**config.mk**
```make
export PLATFORM = sky130hd
export DESIGN_NAME = rv_decode_top
export DESIGN_NICKNAME = d
export VERILOG_FILES = /design/src/rv_decode_pkg.sv /design/src/rv_fetch_latch.sv /design/src/rv_imm_gen.sv /design/src/rv_op_classify.sv /design/src/rv_alu_ctrl_gen.sv /design/src/rv_csr_decode.sv /design/src/rv_decode_top.sv
export SDC_FILE = /design/constraint.sdc
export NUM_CORES = 1
export LEC_CHECK = 0
export BUFFER_PORTS_ARGS = -buffer_cell sky130_fd_sc_hd__buf_2
export CELL_PAD_IN_SITES_DETAIL_PLACEMENT = 1
export CELL_PAD_IN_SITES_GLOBAL_PLACEMENT = 1
export CORE_UTILIZATION = 27
export DETAILED_ROUTE_END_ITERATION = 12
export PLACE_DENSITY_LB_ADDON = 0.2
export RECOVER_POWER = 50
export SYNTH_ARGS = -nofsm -noshare
export SYNTH_HDL_FRONTEND = slang
export SYNTH_SLANG_ARGS = --single-unit
```
**constraint.sdc**
```tcl
create_clock -name i_clk -period 2.2 [get_ports i_clk]
set_input_delay 0 -clock i_clk [delete_from_list [all_inputs] [get_ports i_clk]]
set_output_delay 0 -clock i_clk [all_outputs]
set_load 0.005 [all_outputs]
```
**src/rv_decode_pkg.sv**
```systemverilog
package rv_decode_pkg;

    // field widths of a full 32-bit encoding
    localparam int WORD_BITS    = 32;
    localparam int REG_IDX_BITS = 5;
    localparam int FUNCT3_BITS  = 3;
    localparam int FUNCT7_BITS  = 7;
    localparam int OPC_BITS     = 5;
    localparam int CSR_IDX_BITS = 12;

    typedef logic [WORD_BITS-1:0]    word_t;
    typedef logic [REG_IDX_BITS-1:0] reg_idx_t;
    typedef logic [FUNCT3_BITS-1:0]  funct3_t;
    typedef logic [FUNCT7_BITS-1:0]  funct7_t;
    typedef logic [OPC_BITS-1:0]     opc_t;
    typedef logic [CSR_IDX_BITS-1:0] csr_idx_t;

    // major opcodes, instruction bits 6..2
    localparam opc_t OPC_LOAD   = 5'b00000;
    localparam opc_t OPC_OP_IMM = 5'b00100;
    localparam opc_t OPC_AUIPC  = 5'b00101;
    localparam opc_t OPC_STORE  = 5'b01000;
    localparam opc_t OPC_OP     = 5'b01100;
    localparam opc_t OPC_LUI    = 5'b01101;
    localparam opc_t OPC_BRANCH = 5'b11000;
    localparam opc_t OPC_JALR   = 5'b11001;
    localparam opc_t OPC_JAL    = 5'b11011;
    localparam opc_t OPC_SYSTEM = 5'b11100;

    // bits 1..0 of a non-compressed encoding
    localparam logic [1:0] OPC_FULL = 2'b11;

    function automatic logic is_full(input word_t w);
        return (w[1:0] == OPC_FULL);
    endfunction

    function automatic opc_t opc_of(input word_t w);
        return w[6:2];
    endfunction

    function automatic reg_idx_t rd_of(input word_t w);
        return w[11:7];
    endfunction

    function automatic reg_idx_t rs1_of(input word_t w);
        return w[19:15];
    endfunction

    function automatic reg_idx_t rs2_of(input word_t w);
        return w[24:20];
    endfunction

    function automatic funct3_t funct3_of(input word_t w);
        return w[14:12];
    endfunction

    function automatic funct7_t funct7_of(input word_t w);
        return w[31:25];
    endfunction

endpackage

```
**src/rv_fetch_latch.sv**
```systemverilog
`timescale 1ns/1ns

module rv_fetch_latch
#(
    parameter int IADDR_BITS = 16
)
(
    input  logic                    i_clk,
    input  logic                    i_reset,
    input  logic                    i_stall,
    input  logic                    i_flush,
    input  logic                    i_ready,
    input  rv_decode_pkg::word_t    i_instruction,
    input  logic [IADDR_BITS-1:1]   i_pc,
    input  logic [IADDR_BITS-1:1]   i_pc_next,
    output rv_decode_pkg::word_t    o_instr,
    output logic                    o_valid,
    output logic [IADDR_BITS-1:1]   o_pc,
    output logic [IADDR_BITS-1:1]   o_pc_next
);
    import rv_decode_pkg::*;

    logic kill;
    logic load;

    // flush wins over stall
    assign kill = i_reset | i_flush;
    assign load = !kill & !i_stall;

    always_ff @(posedge i_clk)
    begin
        if (kill)
        begin
            o_instr <= '0;
            o_valid <= 1'b0;
        end
        else if (!i_stall)
        begin
            // a slot without ready becomes a bubble
            o_instr <= i_ready ? i_instruction : word_t'(0);
            o_valid <= i_ready;
        end
    end

    // pc travels with the word but is never cleared
    always_ff @(posedge i_clk)
    begin
        if (load)
        begin
            o_pc      <= i_pc;
            o_pc_next <= i_pc_next;
        end
    end

endmodule

```
**src/rv_imm_gen.sv**
```systemverilog
`timescale 1ns/1ns

module rv_imm_gen
(
    input  rv_decode_pkg::word_t i_instr,
    output rv_decode_pkg::word_t o_imm
);
    import rv_decode_pkg::*;

    opc_t  op;
    word_t imm_i;
    word_t imm_s;
    word_t imm_b;
    word_t imm_u;
    word_t imm_j;

    assign op = opc_of(i_instr);

    // all formats sign-extend from bit 31
    assign imm_i = {{21{i_instr[31]}}, i_instr[30:20]};
    assign imm_s = {{21{i_instr[31]}}, i_instr[30:25], i_instr[11:7]};
    assign imm_b = {{20{i_instr[31]}}, i_instr[7], i_instr[30:25],
                    i_instr[11:8], 1'b0};
    assign imm_u = {i_instr[31:12], 12'b0};
    assign imm_j = {{12{i_instr[31]}}, i_instr[19:12], i_instr[20],
                    i_instr[30:21], 1'b0};

    always_comb
    begin
        case (op)
            OPC_LUI,
            OPC_AUIPC:  o_imm = imm_u;
            OPC_JAL:    o_imm = imm_j;
            OPC_STORE:  o_imm = imm_s;
            OPC_BRANCH: o_imm = imm_b;
            // loads, op-imm, jalr and system
            default:    o_imm = imm_i;
        endcase
    end

endmodule

```
**src/rv_op_classify.sv**
```systemverilog
`timescale 1ns/1ns

module rv_op_classify
#(
    parameter logic EXT_M = 1'b1
)
(
    input  rv_decode_pkg::word_t    i_instr,
    input  logic                    i_valid,
    input  logic                    i_sys_supported,
    output rv_decode_pkg::reg_idx_t o_rd,
    output rv_decode_pkg::reg_idx_t o_rs1,
    output rv_decode_pkg::reg_idx_t o_rs2,
    output rv_decode_pkg::funct3_t  o_funct3,
    output logic                    o_reg_write,
    output logic                    o_op1_src_pc,
    output logic                    o_op2_src_imm,
    output logic                    o_res_mem,
    output logic                    o_res_pc_next,
    output logic                    o_res_alu,
    output logic                    o_inst_jal,
    output logic                    o_inst_jalr,
    output logic                    o_inst_branch,
    output logic                    o_inst_store,
    output logic                    o_inst_supported
);
    import rv_decode_pkg::*;

    opc_t    op;
    funct3_t funct3;
    funct7_t funct7;
    logic    full;
    logic    grp_load, grp_op_imm, grp_auipc, grp_store, grp_op;
    logic    grp_lui, grp_branch, grp_jalr, grp_jal;
    logic    shift_ok, op_imm_ok, op_ok, base_ok;
    logic    res_mem, res_pc_next;

    assign op     = opc_of(i_instr);
    assign funct3 = funct3_of(i_instr);
    assign funct7 = funct7_of(i_instr);
    assign full   = is_full(i_instr);

    // opcode groups, full encodings only
    assign grp_load   = full & (op == OPC_LOAD);
    assign grp_op_imm = full & (op == OPC_OP_IMM);
    assign grp_auipc  = full & (op == OPC_AUIPC);
    assign grp_store  = full & (op == OPC_STORE);
    assign grp_op     = full & (op == OPC_OP);
    assign grp_lui    = full & (op == OPC_LUI);
    assign grp_branch = full & (op == OPC_BRANCH);
    assign grp_jalr   = full & (op == OPC_JALR);
    assign grp_jal    = full & (op == OPC_JAL);

    assign o_rd     = rd_of(i_instr);
    assign o_rs1    = grp_lui ? reg_idx_t'(0) : rs1_of(i_instr);
    assign o_rs2    = rs2_of(i_instr);
    assign o_funct3 = funct3;

    assign o_reg_write   = full & !(grp_store | grp_branch);
    assign o_op1_src_pc  = grp_auipc | grp_jal;
    assign o_op2_src_imm = !(grp_op | grp_branch);

    assign res_mem       = grp_load;
    assign res_pc_next   = grp_jal | grp_jalr;
    assign o_res_mem     = res_mem;
    assign o_res_pc_next = res_pc_next;
    assign o_res_alu     = !(res_mem | res_pc_next);

    assign o_inst_jal    = grp_jal;
    assign o_inst_jalr   = grp_jalr;
    assign o_inst_branch = grp_branch;
    assign o_inst_store  = grp_store;

    // slli wants funct7 zero, srli/srai allow bit 5
    assign shift_ok  = (funct7 == 7'b0000000) | ((funct7 == 7'b0100000) & funct3[2]);
    assign op_imm_ok = grp_op_imm & ((funct3[1:0] != 2'b01) | shift_ok);
    assign op_ok     = grp_op & (!funct7[0] | EXT_M);
    assign base_ok   = grp_load | grp_store | grp_lui | grp_auipc | grp_branch |
                       grp_jal | (grp_jalr & (funct3 == 3'b000));

    // an empty slot never traps
    assign o_inst_supported = !i_valid | base_ok | op_imm_ok | op_ok | i_sys_supported;

endmodule

```
**src/rv_alu_ctrl_gen.sv**
```systemverilog
`timescale 1ns/1ns

module rv_alu_ctrl_gen
#(
    parameter logic EXT_M = 1'b1
)
(
    input  rv_decode_pkg::word_t i_instr,
    output logic                 o_alu_add_override,
    output logic                 o_alu_op2_inverse,
    output logic                 o_alu_sh_ar,
    output logic                 o_alu_group_mux,
    output logic                 o_alu_div_mux
);
    import rv_decode_pkg::*;

    opc_t    op;
    funct3_t funct3;
    funct7_t funct7;
    logic    add_ovr, mul_op, force_inv, no_inv;

    assign op     = opc_of(i_instr);
    assign funct3 = funct3_of(i_instr);
    assign funct7 = funct7_of(i_instr);

    // address and pc arithmetic always adds
    assign add_ovr = (op == OPC_LOAD) | (op == OPC_STORE) | (op == OPC_AUIPC) |
                     (op == OPC_LUI) | (op == OPC_JAL) | (op == OPC_JALR);
    assign mul_op  = (op == OPC_OP) & funct7[0] & EXT_M;

    // compare paths subtract
    assign force_inv = (op == OPC_BRANCH) |
                       ((op == OPC_OP_IMM) & (funct3[2:1] == 2'b01)) |
                       ((op == OPC_OP) & (funct3[2:1] == 2'b01) & !mul_op);
    assign no_inv    = add_ovr | (op == OPC_OP_IMM);

    assign o_alu_add_override = add_ovr;
    assign o_alu_op2_inverse  = force_inv ? 1'b1 : (no_inv ? 1'b0 : funct7[5]);
    assign o_alu_sh_ar        = funct7[5];
    assign o_alu_group_mux    = mul_op;
    assign o_alu_div_mux      = mul_op & funct3[2];

endmodule

```
**src/rv_csr_decode.sv**
```systemverilog
`timescale 1ns/1ns

module rv_csr_decode
#(
    parameter logic EXT_ZICSR = 1'b1
)
(
    input  rv_decode_pkg::word_t     i_instr,
    output rv_decode_pkg::csr_idx_t  o_csr_idx,
    output rv_decode_pkg::reg_idx_t  o_csr_imm,
    output logic                     o_csr_imm_sel,
    output logic                     o_csr_write,
    output logic                     o_csr_set,
    output logic                     o_csr_clear,
    output logic                     o_csr_read,
    output logic                     o_csr_ebreak,
    output logic                     o_inst_mret,
    output logic                     o_inst_csr_req,
    output logic                     o_sys_supported
);
    import rv_decode_pkg::*;

    funct3_t  funct3;
    funct7_t  funct7;
    reg_idx_t rs2;
    logic     sys, csr_acc, trap;
    logic     ecall, ebreak, mret, csr_req;

    assign funct3 = funct3_of(i_instr);
    assign funct7 = funct7_of(i_instr);
    assign rs2    = rs2_of(i_instr);

    assign sys     = is_full(i_instr) & (opc_of(i_instr) == OPC_SYSTEM);
    assign csr_acc = sys & (funct3 != 3'b000);
    assign trap    = sys & (funct3 == 3'b000);

    // bit 20 splits ecall from ebreak; mret has funct7 bit 3 set
    assign ecall   = trap & !funct7[3] & !rs2[0];
    assign ebreak  = trap & !funct7[3] & rs2[0];
    assign mret    = trap & funct7[4] & (rs2[2:1] == 2'b01) & EXT_ZICSR;
    assign csr_req = csr_acc & EXT_ZICSR;

    assign o_csr_idx     = i_instr[31:20];
    // uimm sits in the rs1 field
    assign o_csr_imm     = rs1_of(i_instr);
    assign o_csr_imm_sel = csr_acc & funct3[2];
    assign o_csr_write   = csr_acc & (funct3[1:0] == 2'b01);
    assign o_csr_set     = csr_acc & (funct3[1:0] == 2'b10);
    assign o_csr_clear   = csr_acc & (funct3[1:0] == 2'b11);
    assign o_csr_read    = csr_acc;
    assign o_csr_ebreak  = ebreak;

    assign o_inst_mret     = mret;
    assign o_inst_csr_req  = csr_req;
    assign o_sys_supported = ecall | ebreak | csr_req | mret;

endmodule

```
**src/rv_decode_top.sv**
```systemverilog
`timescale 1ns/1ns

module rv_decode_top
#(
    parameter int   IADDR_BITS = 16,
    parameter logic EXT_M      = 1'b1,
    parameter logic EXT_ZICSR  = 1'b1
)
(
    input  logic                        i_clk,
    input  logic                        i_reset,
    input  logic                        i_stall,
    input  logic                        i_flush,
    input  logic                        i_ready,
    input  rv_decode_pkg::word_t        i_instruction,
    input  logic [IADDR_BITS-1:1]       i_pc,
    input  logic [IADDR_BITS-1:1]       i_pc_next,
    output logic [IADDR_BITS-1:1]       o_pc,
    output logic [IADDR_BITS-1:1]       o_pc_next,
    output rv_decode_pkg::reg_idx_t     o_rd,
    output rv_decode_pkg::reg_idx_t     o_rs1,
    output rv_decode_pkg::reg_idx_t     o_rs2,
    output rv_decode_pkg::word_t        o_imm,
    output rv_decode_pkg::funct3_t      o_funct3,
    output logic                        o_alu_add_override,
    output logic                        o_alu_op2_inverse,
    output logic                        o_alu_sh_ar,
    output logic                        o_alu_group_mux,
    output logic                        o_alu_div_mux,
    output logic                        o_res_mem,
    output logic                        o_res_pc_next,
    output logic                        o_res_alu,
    output logic                        o_reg_write,
    output logic                        o_op1_src_pc,
    output logic                        o_op2_src_imm,
    output logic                        o_inst_jal,
    output logic                        o_inst_jalr,
    output logic                        o_inst_branch,
    output logic                        o_inst_store,
    output logic                        o_inst_mret,
    output logic                        o_inst_csr_req,
    output logic                        o_inst_supported,
    output rv_decode_pkg::csr_idx_t     o_csr_idx,
    output rv_decode_pkg::reg_idx_t     o_csr_imm,
    output logic                        o_csr_imm_sel,
    output logic                        o_csr_write,
    output logic                        o_csr_set,
    output logic                        o_csr_clear,
    output logic                        o_csr_read,
    output logic                        o_csr_ebreak
);
    import rv_decode_pkg::*;

    word_t instr;
    logic  valid;
    logic  sys_supported;

    rv_fetch_latch
    #(
        .IADDR_BITS         (IADDR_BITS)
    )
    u_latch
    (
        .i_clk              (i_clk),
        .i_reset            (i_reset),
        .i_stall            (i_stall),
        .i_flush            (i_flush),
        .i_ready            (i_ready),
        .i_instruction      (i_instruction),
        .i_pc               (i_pc),
        .i_pc_next          (i_pc_next),
        .o_instr            (instr),
        .o_valid            (valid),
        .o_pc               (o_pc),
        .o_pc_next          (o_pc_next)
    );

    rv_imm_gen
    u_imm
    (
        .i_instr            (instr),
        .o_imm              (o_imm)
    );

    rv_op_classify
    #(
        .EXT_M              (EXT_M)
    )
    u_classify
    (
        .i_instr            (instr),
        .i_valid            (valid),
        .i_sys_supported    (sys_supported),
        .o_rd               (o_rd),
        .o_rs1              (o_rs1),
        .o_rs2              (o_rs2),
        .o_funct3           (o_funct3),
        .o_reg_write        (o_reg_write),
        .o_op1_src_pc       (o_op1_src_pc),
        .o_op2_src_imm      (o_op2_src_imm),
        .o_res_mem          (o_res_mem),
        .o_res_pc_next      (o_res_pc_next),
        .o_res_alu          (o_res_alu),
        .o_inst_jal         (o_inst_jal),
        .o_inst_jalr        (o_inst_jalr),
        .o_inst_branch      (o_inst_branch),
        .o_inst_store       (o_inst_store),
        .o_inst_supported   (o_inst_supported)
    );

    rv_alu_ctrl_gen
    #(
        .EXT_M              (EXT_M)
    )
    u_alu_ctrl
    (
        .i_instr            (instr),
        .o_alu_add_override (o_alu_add_override),
        .o_alu_op2_inverse  (o_alu_op2_inverse),
        .o_alu_sh_ar        (o_alu_sh_ar),
        .o_alu_group_mux    (o_alu_group_mux),
        .o_alu_div_mux      (o_alu_div_mux)
    );

    rv_csr_decode
    #(
        .EXT_ZICSR          (EXT_ZICSR)
    )
    u_csr
    (
        .i_instr            (instr),
        .o_csr_idx          (o_csr_idx),
        .o_csr_imm          (o_csr_imm),
        .o_csr_imm_sel      (o_csr_imm_sel),
        .o_csr_write        (o_csr_write),
        .o_csr_set          (o_csr_set),
        .o_csr_clear        (o_csr_clear),
        .o_csr_read         (o_csr_read),
        .o_csr_ebreak       (o_csr_ebreak),
        .o_inst_mret        (o_inst_mret),
        .o_inst_csr_req     (o_inst_csr_req),
        .o_sys_supported    (sys_supported)
    );

endmodule

```
==> results.md <==
* Most frequent cells in the layout: buf_2, dlygate4sd3_1, nor2_1, clkbuf_1
* Clock sinks at 63
* Max rail drop VDD at 0.0003152 V
* Failing checks: max-capacitance violations, max-slew violations
* Post-synthesis compound-gate area fraction at 0.1540
* Most common cell after layout, fill and taps aside: buf_2
* Tcrit/Tclk final at 0.9389
* Die Footprint at 11650 um^2
* Via-to-Cell Ratio at 4.572
* CTS tree: done
* Cell count after synthesis at 309
* Grt ovf at 0
* Synthesized area at 3030 um^2
* Vias in the first global route at 3048
* # rows at 38
* CP required at 2.20 ns
* Unrepaired setup endpoints after global routing: false
* Pwr dens at 587.5 nW/um^2
* Max_cap viols at 1
* ANT nets after route at 0
* DP Area at 3860 um^2
* Via count at 3063
* Mean post-synth cell area at 9.807 um^2
* Placed cell count at 590
* Residual DRC at 0
* Post-synthesis xor/xnor area fraction at 0.002890
* Status: finished with violations
* Pre-CTS setup slack at 0.2771 ns
* Router iterations before antenna repair at 4
* Height of the die at 107.9 um
* Worst Path Arrival at 2.07 ns
* Worst-skew pair later-pin latency at 0.34 ns
* Minimum clock period at 2.066 ns
* Starting Density at 0.2783
* Count of different cell masters after synthesis at 40
* Finished Cell Area at 4697 um^2
* Slew margin rel. at -0.1891
* Syn_nets at 376
* I/O Buffers at 187
* Initial antenna violation count at 0
* Area share of and/or/nand/nor cells after synthesis at 0.1986
* Worst Clk Skew at 0 ns
* Final HPWL DP at 7441 um
* Main combinational cell family by area after synthesis: simple AND/OR/NAND/NOR gates
* RePlAce Congestion at 0.7952
* Share of cells above drive strength 1 at 0.3547
* Worst Tran Pin Value at 1.784 ns
* Avg WL per Cell at 16.33 um
* #FFs+latches synth at 63
* Final Util at 0.4314
* Critical Path Fanout Max at 10
* Setup crit start kind: flop
* Layout area overhead at 55.00%
* Crit path kind: reg -> out
* CORE AREA at 10890 um^2
* Post-synthesis sequential area ratio at 0.5153
* DRT iter0 DRCs at 77
* Worst-path clk slew at 0.08 ns
* Fin Hold WS at 0.3140 ns
* Synthesis Warnings at 0
* WL final at 10940 um
* HP Class: in -> reg
* Final setup violation count at 0
* Final cell count without fillers at 670
* Min setup slack post-route at 0.1344 ns
* Post-synthesis adder-cell area fraction at 0
* Final Max Slew Viols at 36
* Die Wd at 107.9 um
* Mux contribution to synthesized area at 0
* PnR Total Power at 2.760 mW
* CP Capture Type: output pin
* Final net count at 592
* First-pass GRT wire length at 16480 um
* Fmax at 484.1 MHz
* Post-Route Setup TNS at 0 ns
* Pleak at 2.121 nW
* CTS max path bufs at 2
* Largest net degree at the start of global routing at 36
* Root Buffer: clkbuf_8
* Antenna diodes at 0
* H-tree levels at 3
* I/O pins at 188
* Final hold violation count at 0
* TritonCTS Buffers at 9
* GRT Util Overall at 0.1851
[per-layer routing]
metal	part of all wire	track usage
met4	0.0080	0.06360
met5	0	0
met3	0.067	0.04159
met2	0.49	0.3144
met1	0.44	0.2297
[logic make-up after synthesis]
family          count (synthesis)
xor+xnor                        1
compound gates                 61
buf+inv                        66
simple gates                  118
flops                          63
[critical path: stages (launching register included)]
cell and delay (ns):
dfxtp_1 0.58, and4b_4 0.34, o21ai_4 0.11, nand2_1 0.30
o21ai_0 0.22, buf_2 0.18
[final timing paths]
| kind | startpoint | to | slack, ns | depth (start not counted) |
|---|---|---|---|---|
| setup / recovery | u_latch.o_instr[3]$_SDFFE_PP0N_ | o_imm[14] | 0.13 | 5 |
| hold / removal | i_reset | u_latch.o_instr[29]$_SDFFE_PP0N_ | 0.31 | 4 |
| setup reg to reg | u_latch.o_instr[3]$_SDFFE_PP0N_ | u_latch.o_instr[3]$_SDFFE_PP0N_ | 1.07 | 3 |
| hold reg to reg | u_latch.o_valid$_SDFFE_PP0N_ | u_latch.o_valid$_SDFFE_PP0N_ | 0.52 | 2 |
[report_power, final]
part	leakage (nW)	internal [mW]	switching, mW	total (mW)
logic	1.47	0.175	0.132	0.308
clock network	0.107	0.650	0.506	1.16
registers	0.543	1.27	0.0277	1.30
[flip-flops by register name, summed over array words and instances, names as in the netlist]
register           cells
u_latch.o_instr       32
u_latch.o_pc          15
u_latch.o_pc_next     15
u_latch.o_valid        1
[synth_stat cells (all sizes together)]
| library cell | instances | area [um^2] |
|---|---|---|
| a2111oi | 1 | 27.53 |
| a21o | 1 | 7.510 |
| a21oi | 3 | 15.01 |
| a22o | 4 | 35.03 |
| a22oi | 32 | 240.2 |
| a32o | 2 | 20.02 |
| a41o | 1 | 10.01 |
| and2 | 11 | 68.82 |
| and3 | 2 | 12.51 |
| and4 | 1 | 8.760 |
| and4b | 1 | 13.76 |
| buf | 43 | 305.3 |
| clkbuf | 11 | 41.29 |
| dfxtp | 33 | 660.6 |
| edfxtp | 30 | 900.9 |
| inv | 12 | 45.04 |
| nand2 | 28 | 105.1 |
| nand2b | 1 | 6.260 |
| nand3 | 1 | 5.000 |
| nand3b | 1 | 7.510 |
| nand4 | 4 | 25.02 |
| nor2 | 42 | 160.2 |
| nor2b | 10 | 62.56 |
| nor3 | 5 | 25.02 |
| nor3b | 3 | 27.52 |
| nor4 | 3 | 18.77 |
| nor4b | 1 | 23.77 |
| o2111ai | 1 | 8.760 |
| o211a | 1 | 10.01 |
| o211ai | 1 | 7.510 |
| o21ai | 11 | 58.81 |
| o41ai | 3 | 26.28 |
| or2 | 2 | 12.51 |
| or4 | 2 | 18.77 |
| xor2 | 1 | 8.760 |
[timing repair]
| item | CTS | global route |
|---|---|---|
| setup endpoints to repair | 15 | 21 |
| hold buffers | 62 | 0 |
| resized for setup | 2 | 4 |
| pin swaps | 0 | 1 |
| setup buffers | 0 | 2 |
| hold endpoints to repair | 62 | 0 |
[final cells by class]
class	count	area, um^2
clock buffer	9	123.9
fill	1339	6191
clock inverter	7	101.3
multi-input combinational	180	1110
sequential	63	1563
inverter	12	45.04
timing repair buffer	259	1579
tap	140	175.2
No activity file was read; power rests on OpenSTA's default activity.
